File: src/hdl/mem_stage_config.svh
`ifndef MEM_STAGE_CONFIG_SVH
`define MEM_STAGE_CONFIG_SVH

// ******************************
// Memory stage sizing
// ******************************

// Data word width
`define MEM_XLEN 32

// Word address width of the data memory
`define MEM_DMEM_AW 10

// Words in the data memory, 1024 for AW = 10
`define MEM_DMEM_DEPTH (1 << `MEM_DMEM_AW)

`endif
File: src/hdl/mem_stage_pkg.sv
`include "mem_stage_config.svh"

package mem_stage_pkg;

    // ******************************
    // Operation and source codes
    // ******************************

    typedef enum logic [3:0] {
        OP_NONE = 4'd0,  // No memory access
        OP_LB   = 4'd1,  // Signed byte load
        OP_LH   = 4'd2,  // Signed half load
        OP_LW   = 4'd3,
        OP_LBU  = 4'd4,  // Unsigned byte load
        OP_LHU  = 4'd5,  // Unsigned half load
        OP_SB   = 4'd6,
        OP_SH   = 4'd7,
        OP_SW   = 4'd8
    } mem_op_e;

    // One-hot write-back source, all zero gives a zero result
    typedef logic [3:0] result_src_t;

    localparam int unsigned SRC_ALU  = 0;  // ALU result
    localparam int unsigned SRC_IMM  = 1;  // Extended immediate
    localparam int unsigned SRC_LOAD = 2;  // Extended load data
    localparam int unsigned SRC_PC4  = 3;  // PC plus 4

    // ******************************
    // Stage bundles
    // ******************************

    typedef struct packed {
        logic                 valid;
        mem_op_e              mem_op;
        logic [`MEM_XLEN-1:0] alu_result;  // Also the byte address
        logic [`MEM_XLEN-1:0] store_data;
        logic [`MEM_XLEN-1:0] ext_imm;
        logic [`MEM_XLEN-1:0] pc_plus;
        logic                 reg_we;
        logic [4:0]           rd;
        result_src_t          result_src;
    } ex_mem_t;

    typedef struct packed {
        logic                    ce;     // Chip enable, active high
        logic                    we;     // High for stores
        logic [`MEM_DMEM_AW-1:0] addr;   // Word address
        logic [3:0]              be;     // Byte lane enables
        logic [`MEM_XLEN-1:0]    wdata;
    } dmem_req_t;

    // Kept across the RAM latency for load extension
    typedef struct packed {
        mem_op_e    mem_op;
        logic [1:0] byte_off;
    } load_ctx_t;

    typedef struct packed {
        logic                 valid;
        logic                 reg_we;
        logic [4:0]           rd;
        logic [`MEM_XLEN-1:0] result;
    } mem_wb_t;

endpackage

File: src/hdl/mem_store_align.sv
`timescale 1ns/1ps
`include "mem_stage_config.svh"

module mem_store_align (
    input  mem_stage_pkg::ex_mem_t   ex_i,
    output mem_stage_pkg::dmem_req_t req_o
);

    import mem_stage_pkg::*;

    logic       is_load;
    logic       is_store;
    logic [1:0] byte_off;  // Low address bits pick the lane

    // ******************************
    // Operation decode
    // ******************************
    assign is_load  = ex_i.valid && (ex_i.mem_op inside {OP_LB, OP_LH, OP_LW, OP_LBU, OP_LHU});
    assign is_store = ex_i.valid && (ex_i.mem_op inside {OP_SB, OP_SH, OP_SW});
    assign byte_off = ex_i.alu_result[1:0];

    // ******************************
    // Request build
    // ******************************
    always_comb begin
        req_o.ce    = is_load | is_store;                     // Bubbles leave the RAM idle
        req_o.we    = is_store;
        req_o.addr  = ex_i.alu_result[`MEM_DMEM_AW+1:2];      // Word address
        req_o.be    = 4'b0000;
        req_o.wdata = '0;

        if (is_store) begin
            case (ex_i.mem_op)
                OP_SB: begin
                    // Byte copied to every lane, enable picks one
                    req_o.wdata = {4{ex_i.store_data[7:0]}};
                    req_o.be    = 4'b0001 << byte_off;
                end
                OP_SH: begin
                    req_o.wdata = {2{ex_i.store_data[15:0]}};
                    // Bit 0 ignored, no misalign trap
                    req_o.be    = byte_off[1] ? 4'b1100 : 4'b0011;
                end
                OP_SW: begin
                    req_o.wdata = ex_i.store_data;
                    req_o.be    = 4'b1111;
                end
                default: begin
                    req_o.wdata = '0;
                    req_o.be    = 4'b0000;
                end
            endcase
        end
    end

endmodule

File: config.mk
export PLATFORM = sky130hd
export DESIGN_NAME = mem_store_align
export DESIGN_NICKNAME = d
export VERILOG_FILES = /design/src/hdl/mem_stage_pkg.sv /design/src/hdl/mem_store_align.sv
export VERILOG_INCLUDE_DIRS = /design/src /design/src/hdl
export SDC_FILE = /design/constraint.sdc
export NUM_CORES = 1
export LEC_CHECK = 0
export ABC_AREA = 1
export BUFFER_PORTS_ARGS = -buffer_cell sky130_fd_sc_hd__buf_2
export CAP_MARGIN = 20
export CORE_MARGIN = 10
export CORE_UTILIZATION = 22
export DETAILED_ROUTE_END_ITERATION = 7
export PLACE_DENSITY_LB_ADDON = 0.25
export SETUP_SLACK_MARGIN = 0.05
export SYNTH_ARGS = -nofsm -noshare
export SYNTH_HDL_FRONTEND = slang
export SYNTH_SLANG_ARGS = --single-unit
File: constraint.sdc
create_clock -name vclk -period 0.9
set_input_delay 0.09 -clock vclk [all_inputs]
set_output_delay 0.09 -clock vclk [all_outputs]
set_load 0.05 [all_outputs]
==> metrics.txt <==
final setup TNS=-9.70 ns; Multi-input gate area=roughly 990 sq um; Min-Delay Path Class=input pin to output port; Synth area leader=nand3_1; GRT Total Usage=12.6%; Die ar.=6850 sq um; Post-Syn Area=867 sq um; drt total wl=~5 mm; Mapped Nets=326; number of vias per cell=between 4 and 5; fin crit share=135%; drt pass-1 iters=5; maximum clock frequency=just over 0.8 GHz; cell family with most CP delay=buffers and inverters; Final Core Density=between 60% and 70%; synth unique cells=14; crit end category=output port; WP data arrival=between 1 and 1.5 ns; Cell Pwr Density=317 nW/um^2; setup ws final=-0.316 ns; slew margin rel.=88.0%; Synth top area share=32.9%; grt total ovfl=0; Slew Limit Fails=0; Final nets=409; DRC viols=0; max-cap violations=0; Core Rows=22; antenna violations before repair=0; GPL Wtd Cong=0.825; Max Fanout on Critical Path=10; met1 global-route usage=14.9%; failing checks=negative setup slack; IO buf count=just under 80; WL per Instance=around 16 um; clock buf count=0; minimum clock period=1.22 ns; Crit Path Class=input pin to output port; Crit-path slowest cell=a21oi_4; final antenna-violating net count=0; register area share after synthesis=0%; Non-Filler Instances=312; DR vias=1477; GR Layer Usage met2=21.3%; initial DRC count=53; outcome=complete, but fails checks; dominant cells by area after synthesis=nand3_1 (33%), nand2_1 (18%), inv_1 (13%), buf_4 (12%), nor2_1 (5.2%); VDD IR max=0.271 mV; first-pass GRT wire length=7.09 mm; die span in x=82.8 um; vias in the first global route=1473; core area=3740 sq um; leak pwr=between 1 and 1.5 nW; most frequent CP cell=buf_8; worst slew pin tran=~0.18 ns; crit path buf inv count=4; I/O Pins=191; slowest stage delay, CP=0.19 ns; FFs & Latches=0; hpwl dp=3.45 mm; area delta synth->final=164%; Syn Inst Count=approximately 180; met3 usage=under 10%; ratio of cells with drive above 1 in the final layout=74.2%; starting density of the core=23.2%; die height=82.8 um; critical path data required time=0.81 ns; Final Hold Fails=0; final setup fails=38; RSZ-0062 raised after global routing=true; GRT Max-Usage Layer=met2; largest net degree at the start of global routing=25; Yosys warnings=0; Fillers=between 300 and 400; dpl cells=307; dpl ws=-0.431 ns; crit path cell chain=buf_8 > nor2_4 > nand2_4 > a21oi_4 > buf_6 > nand2_1 > clkinvlp_4 > buf_8; syn avg cell area=4.74 sq um; Setup crit start kind=input pin; diode count=0; sequential cell area=0 sq um
-- report_power, final --
group	switching [mW]	total [mW]	internal (mW)	leakage (nW)
clock	0	0	0	0
sequential	0	0	0	0
combinational	0.420	0.726	0.306	1.15
total	0.420	0.726	0.306	1.15
-- metrics by stage --
| stage | power (mW) | cell area (sq um) | hold WS, ns |
|---|---|---|---|
| 2_1_floorplan | 0.439 | 1110 | 0.336 |
| 3_3_place_gp | 0.537 | 1580 | 0.180 |
| 3_5_place_dp | 0.538 | 1580 | 0.180 |
| 4_1_cts | 0.664 | 2060 | 0.180 |
| 5_1_grt | 0.773 | 2290 | 0.180 |
| 6_report | 0.726 | 2290 | 0.180 |
-- worst paths after layout --
kind                  start         to  depth (start not counted)  slack, ns
setup / recovery  ex_i[138]  req_o[32]                          8      -0.32
hold / removal    ex_i[116]  req_o[44]                          0       0.18
-- synthesized netlist by cell type, drive strengths merged --
library cell,number
a21oi,9
buf,20
inv,35
nand2,45
nand3,57
nor2,15
nor3,1
o21ai,1
-- cells by family (layout without fill, tap and decap cells) --
| kind of cell | after synthesis | count (layout) | synth area share, % |
|---|---|---|---|
| simple gates | 118 | 118 | 62.6 |
| buf+inv | 55 | 136 | 30.7 |
| compound gates | 10 | 10 | 6.64 |
-- area by class of cell --
class                           instances  share of cell area, %
Inverter                               35                   9.25
Multi-Input combinational cell        128                   43.4
Tap cell                               48                   2.63
Timing Repair Buffer                  101                   44.7
-- metal layers --
| metal | share of wire, % | vias to the layer above |
|---|---|---|
| met2 | 45 | 82 |
| li1 | - | 729 |
| met3 | 15 | 16 |
| met5 | 0 | - |
| met1 | 38 | 650 |
| met4 | 1.9 | 0 |
-- timing repair --
item                       CTS  global route
setup endpoints to repair   38            38
setup buffers                2             1
gates resized for setup    123            58
hold buffers                 0             0
gates cloned                 3             0
pin swaps                   10            13
-- placed cells by master, fill, tap and decap left out, drive strengths merged --
| cell | n |
|---|---|
| buf | 101 |
| nand3 | 57 |
| a21oi | 9 |
| nor3 | 1 |
| nor2 | 15 |
| o21ai | 1 |
| inv | 17 |
| clkinvlp | 18 |
| nand2 | 45 |
(Power assumes the default switching activity.)
