===== src/hdl/mem_stage_config.svh =====
`ifndef MEM_STAGE_CONFIG_SVH
`define MEM_STAGE_CONFIG_SVH

// ******************************
// Memory stage sizing
// ******************************

// Data word width
`define MEM_XLEN 32

// Word address width of the data memory
`define MEM_DMEM_AW 10

// Words in the data memory, 1024 for AW = 10
`define MEM_DMEM_DEPTH (1 << `MEM_DMEM_AW)

`endif

===== src/hdl/mem_stage_pkg.sv =====
`include "mem_stage_config.svh"

package mem_stage_pkg;

    // ******************************
    // Operation and source codes
    // ******************************

    typedef enum logic [3:0] {
        OP_NONE = 4'd0,  // No memory access
        OP_LB   = 4'd1,  // Signed byte load
        OP_LH   = 4'd2,  // Signed half load
        OP_LW   = 4'd3,
        OP_LBU  = 4'd4,  // Unsigned byte load
        OP_LHU  = 4'd5,  // Unsigned half load
        OP_SB   = 4'd6,
        OP_SH   = 4'd7,
        OP_SW   = 4'd8
    } mem_op_e;

    // One-hot write-back source, all zero gives a zero result
    typedef logic [3:0] result_src_t;

    localparam int unsigned SRC_ALU  = 0;  // ALU result
    localparam int unsigned SRC_IMM  = 1;  // Extended immediate
    localparam int unsigned SRC_LOAD = 2;  // Extended load data
    localparam int unsigned SRC_PC4  = 3;  // PC plus 4

    // ******************************
    // Stage bundles
    // ******************************

    typedef struct packed {
        logic                 valid;
        mem_op_e              mem_op;
        logic [`MEM_XLEN-1:0] alu_result;  // Also the byte address
        logic [`MEM_XLEN-1:0] store_data;
        logic [`MEM_XLEN-1:0] ext_imm;
        logic [`MEM_XLEN-1:0] pc_plus;
        logic                 reg_we;
        logic [4:0]           rd;
        result_src_t          result_src;
    } ex_mem_t;

    typedef struct packed {
        logic                    ce;     // Chip enable, active high
        logic                    we;     // High for stores
        logic [`MEM_DMEM_AW-1:0] addr;   // Word address
        logic [3:0]              be;     // Byte lane enables
        logic [`MEM_XLEN-1:0]    wdata;
    } dmem_req_t;

    // Kept across the RAM latency for load extension
    typedef struct packed {
        mem_op_e    mem_op;
        logic [1:0] byte_off;
    } load_ctx_t;

    typedef struct packed {
        logic                 valid;
        logic                 reg_we;
        logic [4:0]           rd;
        logic [`MEM_XLEN-1:0] result;
    } mem_wb_t;

endpackage


===== src/hdl/mem_result_stage.sv =====
`timescale 1ns/1ps
`include "mem_stage_config.svh"

module mem_result_stage (
    input  logic                   clk,
    input  logic                   resetn,
    input  mem_stage_pkg::ex_mem_t ex_i,
    input  logic [`MEM_XLEN-1:0]   rdata_i,
    output mem_stage_pkg::mem_wb_t wb_o,
    output logic [`MEM_XLEN-1:0]   fwd_o
);

    import mem_stage_pkg::*;

    // Write-back register
    logic                 valid_q;
    logic                 reg_we_q;
    logic [4:0]           rd_q;
    result_src_t          src_q;
    logic [`MEM_XLEN-1:0] alu_q;
    logic [`MEM_XLEN-1:0] imm_q;
    logic [`MEM_XLEN-1:0] pc4_q;
    load_ctx_t            ctx_q;     // Load op and byte offset

    logic [7:0]           lane_b;    // Addressed byte
    logic [15:0]          lane_h;    // Addressed half
    logic [`MEM_XLEN-1:0] load_data;

    // ******************************
    // Pipeline register
    // ******************************
    always_ff @(posedge clk) begin
        if (!resetn) begin
            valid_q  <= 1'b0;
            reg_we_q <= 1'b0;
            src_q    <= '0;   // Zero result out of reset
        end else begin
            valid_q  <= ex_i.valid;
            reg_we_q <= ex_i.reg_we;
            src_q    <= ex_i.result_src;
        end
    end

    always_ff @(posedge clk) begin
        rd_q           <= ex_i.rd;
        alu_q          <= ex_i.alu_result;
        imm_q          <= ex_i.ext_imm;
        pc4_q          <= ex_i.pc_plus;
        ctx_q.mem_op   <= ex_i.mem_op;
        ctx_q.byte_off <= ex_i.alu_result[1:0];
    end

    // ******************************
    // Load extension
    // ******************************
    assign lane_b = rdata_i[{ctx_q.byte_off, 3'b000} +: 8];
    assign lane_h = ctx_q.byte_off[1] ? rdata_i[31:16] : rdata_i[15:0];  // Bit 0 ignored

    always_comb begin
        case (ctx_q.mem_op)
            OP_LB:   load_data = {{(`MEM_XLEN-8){lane_b[7]}}, lane_b};
            OP_LH:   load_data = {{(`MEM_XLEN-16){lane_h[15]}}, lane_h};
            OP_LW:   load_data = rdata_i;
            OP_LBU:  load_data = {{(`MEM_XLEN-8){1'b0}}, lane_b};
            OP_LHU:  load_data = {{(`MEM_XLEN-16){1'b0}}, lane_h};
            default: load_data = '0;          // Not a load, nothing read
        endcase
    end

    // ******************************
    // Result and forwarding select
    // ******************************
    always_comb begin
        wb_o.valid  = valid_q;
        wb_o.reg_we = reg_we_q;
        wb_o.rd     = rd_q;
        wb_o.result = ({`MEM_XLEN{src_q[SRC_ALU]}}  & alu_q)
                    | ({`MEM_XLEN{src_q[SRC_IMM]}}  & imm_q)
                    | ({`MEM_XLEN{src_q[SRC_LOAD]}} & load_data)
                    | ({`MEM_XLEN{src_q[SRC_PC4]}}  & pc4_q);
    end

    // Same cycle as ex_i, load data still in the RAM so that term is zero
    assign fwd_o = ({`MEM_XLEN{ex_i.result_src[SRC_ALU]}} & ex_i.alu_result)
                 | ({`MEM_XLEN{ex_i.result_src[SRC_IMM]}} & ex_i.ext_imm)
                 | ({`MEM_XLEN{ex_i.result_src[SRC_PC4]}} & ex_i.pc_plus);

endmodule


===== config.mk =====
export PLATFORM = sky130hd
export DESIGN_NAME = mem_result_stage
export DESIGN_NICKNAME = d
export VERILOG_FILES = /design/src/hdl/mem_stage_pkg.sv /design/src/hdl/mem_result_stage.sv
export VERILOG_INCLUDE_DIRS = /design/src /design/src/hdl
export SDC_FILE = /design/constraint.sdc
export NUM_CORES = 1
export LEC_CHECK = 0
export BUFFER_PORTS_ARGS = -buffer_cell sky130_fd_sc_hd__clkbuf_2
export CORE_MARGIN = 1.5
export CORE_UTILIZATION = 42
export CTS_CLUSTER_DIAMETER = 80
export CTS_CLUSTER_SIZE = 16
export DETAILED_ROUTE_END_ITERATION = 16
export PLACE_DENSITY = 0.79
export SLEW_MARGIN = 15
export SYNTH_ARGS = -nofsm -noshare
export SYNTH_HDL_FRONTEND = slang
export SYNTH_SLANG_ARGS = --single-unit

===== constraint.sdc =====
create_clock -name clk -period 2 [get_ports clk]
set_input_delay 0.4 -clock clk [delete_from_list [all_inputs] [get_ports clk]]
set_output_delay 0.4 -clock clk [all_outputs]
set_load 0.05 [all_outputs]

==> metrics.md, run 1 <==
| Metric | Value |
|---|---|
| Post-route insts no fill | 759 |
| RSZ-0062 raised after global routing | yes |
| Crit-path slowest cell | or3b_4 |
| Number of synthesis warnings | 0 |
| Mux cell area share after synthesis | 3.986% |
| Max_cap viols | 0 |
| IO Port Bufs | 215 |
| Max clock buf depth | 2 |
| Leak | 0.003127 uW |
| Layout Nets | 802 |
| Hold path cells | 1 |
| Die area | 10090 um^2 |
| Share of layout cells above drive strength 1 | 61.11% |
| Syn Area/Cell | 10.89 um^2 |
| Simple-gate share of the synthesized area | 3.766% |
| Setup CP Type | register to output pin |
| Xor/xnor cell area share of the yosys netlist | 0.2197% |
| Sequential-to-total area share from yosys stat | 55.74% |
| Synthesized cell area | 3986 um^2 |
| Diode count | 0 |
| Total grt overflow | 0 |
| Final worst-path setup slack | -0.5383 ns |
| Layout area overhead | 73.76% |
| Hold_buf cts | 0 |
| Hold Vio Cnt, Final | 0 |
| CTS Root Cell | clkbuf_8 |
| RePlAce Congestion | 0.8556 |
| Number of synthesized flops with an enable pin | 0 |
| Largest net degree at the start of global routing | 34 |
| Max Slew Vio Count | 0 |
| Fmax | 394.0 MHz |
| Hold Path Class | input pin to register |
| Synth Area in Compound Gates | 29.06% |
| Setup Viol. Count Final | 32 |
| Critical path's largest stage delay | 0.39 ns |
| Highest-count cells in the layout ignoring fill and taps | clkbuf_2 (183), dfxtp_1 (106), a222oi_1 (64) |
| Setup TNS | -13.66 ns |
| DRT antenna net count | 0 |
| Die Y | 100.4 um |
| Relative slew slack | 60.54% |
| Worst Path Arrival | 2.14 ns |
| Vias in the first global route | 4261 |
| Chip width | 100.4 um |
| I/O Pins | 248 |
| PwrDens | 787.0 nW/um^2 |
| WL/cell | 20.10 um |
| Tcrit/Tclk final | 126.9% |
| Final min period | 2.538 ns |
| Status | complete, but fails checks |
| Largest family of logic cells by synthesized area | compound AO/OA/AOI/OAI gates |
| DR vias/cell | 5.769 |
| Synthesized instance count | 366 |
| Crit path cell chain | buf_6 > or3b_4 > a21oi_4 > buf_6 > buf_4 > a221oi_4 > o21ai_4 > buf_12 |
| Global-route total usage across every layer | 28.06% |
| Clock sink total | 111 |
| Crit path max fanout | 6 |
| Total wire length | 15.26 mm |
| Placed cell count | 723 |
| Overall Power | 5451 uW |
| Worst IR Drop VDD | 0.5548 mV |
| Row Count | 35 |
| Mapped Nets | 543 |
| Initial antenna violation count | 0 |
| First-pass GRT wire length | 21.76 mm |
| Worst Tran Pin Value | 0.5919 ns |
| Fraction of registers with async set/reset | 0% |
| Number of library cell types mapped by synthesis | 39 |
| CTS Buf Count | 9 |
| Initial Util | 43.14% |
| DR vias | 4379 |
| Post-detail-place hpwl | 10.36 mm |
| Core ar. | 9240 um^2 |
| CP required | 1.60 ns |
| Most common cell after layout, fill and taps aside | clkbuf_2 |
| Synth Register Bits | 111 |
| 1st-iter DRT viols | 442 |
| Clock transition at path regs | 0.11 ns |
| Top_reg_cell synth | dfxtp_1 |
| DRT Pass-1 Iters | 7 |
| Htree depth | 3 |
| Violated checks | negative setup slack |
| Synth Area in Adders | 0% |
| Most frequent CP cell | buf_6 |
| Critical path launch point type | register |
| # DRC | 0 |
| Crit. End Element | output pin |
| CTS tree | done |
## layer usage
| layer | part of all wire (%) | vias up | track usage [%] | wire, um |
|---|---|---|---|---|
| li1 | - | 1968 | - | - |
| met1 | 39 | 2105 | 34.85 | 5902 |
| met2 | 51 | 261 | 48.51 | 7746 |
| met3 | 6.7 | 45 | 4.735 | 1025 |
| met4 | 3.8 | 0 | 11.05 | 582 |
| met5 | 0 | - | 0 | 0 |
## per-stage QoR
step                      utilization [%]  area, um^2  setup WS, ns  hold slack, ns
after floorplan                         -        4270       -0.2035          0.4277
final                               74.96        6927       -0.5383          0.1145
after global placement              65.10        6016       -0.2992          0.5030
after global routing                74.96        6927       -0.6077         0.09375
after CTS                           73.07        6751       -0.4826         0.09974
after detailed placement            65.10        6016       -0.2967          0.5039
## logic make-up (layout without fill, tap and decap cells)
group,Yosys count,in the layout
xor gates and xnor gates,1,1
AOI/OAI and AO/OA,146,147
DFF,111,111
muxes,15,15
and+or+nand+nor,23,23
buffers and inverters,70,333
## synth_stat cells, types with 2 or more instances
library cell | count | share of area, %
o21ai_1 | 3 | 0.38
nor2b_1 | 2 | 0.31
o21ai_0 | 29 | 3.6
nor2_1 | 2 | 0.19
and2_1 | 7 | 1.1
buf_2 | 7 | 0.88
clkbuf_1 | 24 | 2.3
mux2i_1 | 8 | 2.0
inv_1 | 34 | 3.2
dfxtp_1 | 111 | 56
o211ai_1 | 2 | 0.38
a21o_1 | 2 | 0.38
a221oi_1 | 8 | 1.8
a222oi_1 | 64 | 16
a22oi_1 | 6 | 1.1
a211o_1 | 2 | 0.44
buf_4 | 2 | 0.38
nand2_1 | 3 | 0.28
and3_1 | 2 | 0.31
o21a_1 | 6 | 1.1
mux2_2 | 7 | 2.0
a21oi_1 | 18 | 2.3
## registers in the layout (all words and copies together) (netlist names)
signal	flops
ctx_q	5
src_q	4
reg_we_q	1
valid_q	1
imm_q	32
alu_q	31
rd_q	5
pc4_q	32
## layout make-up
| class | instances | area [um^2] |
|---|---|---|
| Clock inverter | 7 | 107.6 |
| Timing Repair Buffer | 283 | 2116 |
| Multi-Input combinational cell | 186 | 2049 |
| Sequential cell | 111 | 2238 |
| Inverter | 34 | 130.1 |
| Tap cell | 129 | 161.4 |
| Clock buffer | 9 | 123.9 |
| Fill cell | 610 | 2313 |
## worst max-delay path, delay by kind of cell (launching register included)
kind | cells | cell delay [ns]
compound gates | 3 | 0.49
buf+inv | 4 | 0.53
simple gates | 1 | 0.39
flops | 1 | 0.36
## repair_timing
item                                    in CTS  in global routing
buffers inserted                             8                 10
endpoints found under the setup margin      32                 32
pin swaps                                   23                 12
endpoints found under the hold margin        0                  0
cloned                                       1                  1
resized for setup                           93                 23
## path summary, 6_finish.rpt
check | startpoint | end | slack, ns
max | ctx_q[3] | wb_o[9] | -0.54
min | ex_i[5] | rd_q[1] | 0.11
## power by group
group          internal (uW)  switching, uW  leakage, uW  total, uW
Sequential              2330           48.4     0.000937       2380
Clock                    629            840     0.000115       1470
Combinational            640            967      0.00207       1610
(Power assumes the default switching activity.)
==> run 2: changes to the inputs <==
--- a/config.mk
+++ b/config.mk
@@ -8,11 +8,11 @@
 export LEC_CHECK = 0
 export BUFFER_PORTS_ARGS = -buffer_cell sky130_fd_sc_hd__clkbuf_2
 export CORE_MARGIN = 1.5
-export CORE_UTILIZATION = 42
+export CORE_UTILIZATION = 40
 export CTS_CLUSTER_DIAMETER = 80
 export CTS_CLUSTER_SIZE = 16
 export DETAILED_ROUTE_END_ITERATION = 16
-export PLACE_DENSITY = 0.79
+export PLACE_DENSITY = 0.76
 export SLEW_MARGIN = 15
 export SYNTH_ARGS = -nofsm -noshare
 export SYNTH_HDL_FRONTEND = slang
==> run 2 against run 1 <==
Against the previous run:
- the run still ends with negative setup slack left
- total power shrank 1.2%
- highest routed layer unchanged
- sequential power is essentially flat
- non-clock buffer count shrank 9
- critical path depth shrank 1
- routed wire length shrank 0.58%
- design area shrank 1.7%
- flip-flop and latch count is the same
- combinational power is essentially flat
- largest power group unchanged
- critical endpoint is now wb_o[7]
==> metrics.md, run 2 (same netlist as run 1, synthesis figures left out) <==
| Metric | Value |
|---|---|
| Crit path max fanout | 4 |
| CP top delay family | compound AO/OA/AOI/OAI gates |
| DR vias/cell | 5.708 |
| 1st-iter DRT viols | 378 |
| Reg power frac | 44.1% |
| Share of layout cells above drive strength 1 | 60.16% |
| RePlAce Congestion | 0.9263 |
| Initial Util | 40.97% |
| PwrDens | 790.7 nW/um^2 |
| Leak | 0.003082 uW |
| Crit. End Element | output pin |
| First-pass GRT wire length | 21.62 mm |
| Die area | 10570 um^2 |
| Internal power | 3575 uW |
| CP required | 1.60 ns |
| WL/cell | 20.14 um |
| IO Port Bufs | 215 |
| Hold_buf cts | 0 |
| CTS Buf Count | 9 |
| Tcrit/Tclk final | 125.3% |
| Hold slack final | 0.1202 ns |
| # DRC | 0 |
| Fmax | 399.1 MHz |
| P_sw | 1808 uW |
| Htree depth | 3 |
| Placement Cell Area | 6041 um^2 |
| Worst IR Drop VDD | 0.4696 mV |
| Row Count | 36 |
| Global-route total usage across every layer | 27.44% |
| Combinational share of power | 29.6% |
| Die Y | 102.8 um |
| Layout Nets | 792 |
| Worst Path Arrival | 2.11 ns |
| CTS tree | done |
| Chip width | 102.8 um |
| Relative slew slack | 61.55% |
| Clock transition at path regs | 0.11 ns |
| Max_cap viols | 0 |
| Total grt overflow | 0 |
| Crit-path slowest cell | or3b_4 |
| Largest net degree at the start of global routing | 34 |
| Critical path's largest stage delay | 0.39 ns |
| Setup Viol. Count Final | 32 |
| Status | complete, but fails checks |
| Layout area overhead | 70.78% |
| Sw Ratio | 33.59% |
| Highest-count cells in the layout ignoring fill and taps | clkbuf_2 (183), dfxtp_1 (105), a222oi_1 (64) |
| Clock sink total | 111 |
| I/O Pins | 248 |
| RSZ-0062 raised after global routing | yes |
| Setup CP Type | register to output pin |
| DRT Pass-1 Iters | 7 |
| Max clock buf depth | 2 |
| Buffer and inverter count on the worst path | 2 |
| Crit path cell chain | or3b_4 > a21oi_4 > a21o_1 > buf_4 > a21oi_2 > o21ai_4 > buf_12 |
| Biggest regs | imm_q: 32 flops, pc4_q: 32 flops, alu_q: 31 flops |
| Design Area, Final | 6808 um^2 |
| Initial antenna violation count | 0 |
| Critical path launch point type | register |
| Hold Path Class | input pin to register |
| DR vias | 4298 |
| Violated checks | negative setup slack |
| Core ar. | 9729 um^2 |
| Most common cell after layout, fill and taps aside | clkbuf_2 |
| Final worst-path setup slack | -0.5057 ns |
| Clock network power share | 26.3% |
| Max Slew Vio Count | 0 |
| Final min period | 2.506 ns |
| Setup TNS | -12.56 ns |
| Post-detail-place hpwl | 10.63 mm |
| Fill cell count | 708 |
| Total wire length | 15.17 mm |
| CTS Root Cell | clkbuf_8 |
| Diode count | 0 |
| Vias in the first global route | 4299 |
| Hold Vio Cnt, Final | 0 |
| DRT antenna net count | 0 |
| Overall Power | 5383 uW |
| Worst Tran Pin Value | 0.5767 ns |
## run 2: worst paths after layout
kind                 start       to  slack [ns]  cells past startpoint
setup / recovery  ctx_q[3]  wb_o[7]       -0.51                      7
hold / removal     ex_i[4]  rd_q[0]        0.12                      1
## run 2: timing repair
item,CTS,global route
resized for setup,95,17
endpoints found under the hold margin,0,0
buffers inserted,4,2
setup endpoints to repair,32,32
pin swaps,18,10
cloned,1,0
## run 2: layout make-up
cell class | count | area (um^2) | share of cell area, %
well taps | 133 | 166.4 | 2.444
multi-input cells | 185 | 2023 | 29.72
flip-flops and latches | 111 | 2237 | 32.86
repair buffers | 274 | 2039 | 29.96
clock inverters | 7 | 87.58 | 1.287
clock buffers | 9 | 123.9 | 1.820
inverters | 34 | 130.1 | 1.911
## run 2: power groups by stage
stage	Sequential, uW	Combinational (uW)	Clock, uW
global placement	2420	1400	0
global route	2390	1660	1550
finish	2370	1590	1420
CTS	2370	1550	1450
floorplan	2430	833	0
detailed placement	2420	1420	0
## run 2: per-stage QoR
stage          setup slack, ns  utilization (%)  instances
5_1_grt                -0.5634            69.97        753
2_1_floorplan          -0.2035                -        366
6_report               -0.5057            69.97        753
4_1_cts                -0.4633            69.23        752
3_5_place_dp           -0.2914            62.09        731
3_3_place_gp           -0.2195            62.09        731
## run 2: routing by layer
layer	part of all wire, %	wire length [um]	vias to the layer above	GRT usage (%)
li1	-	-	1942	-
met1	37	5668	2035	32.03
met2	51	7750	266	47.43
met3	7.4	1121	55	4.814
met4	4.1	626	0	16.01
met5	0	0	-	0
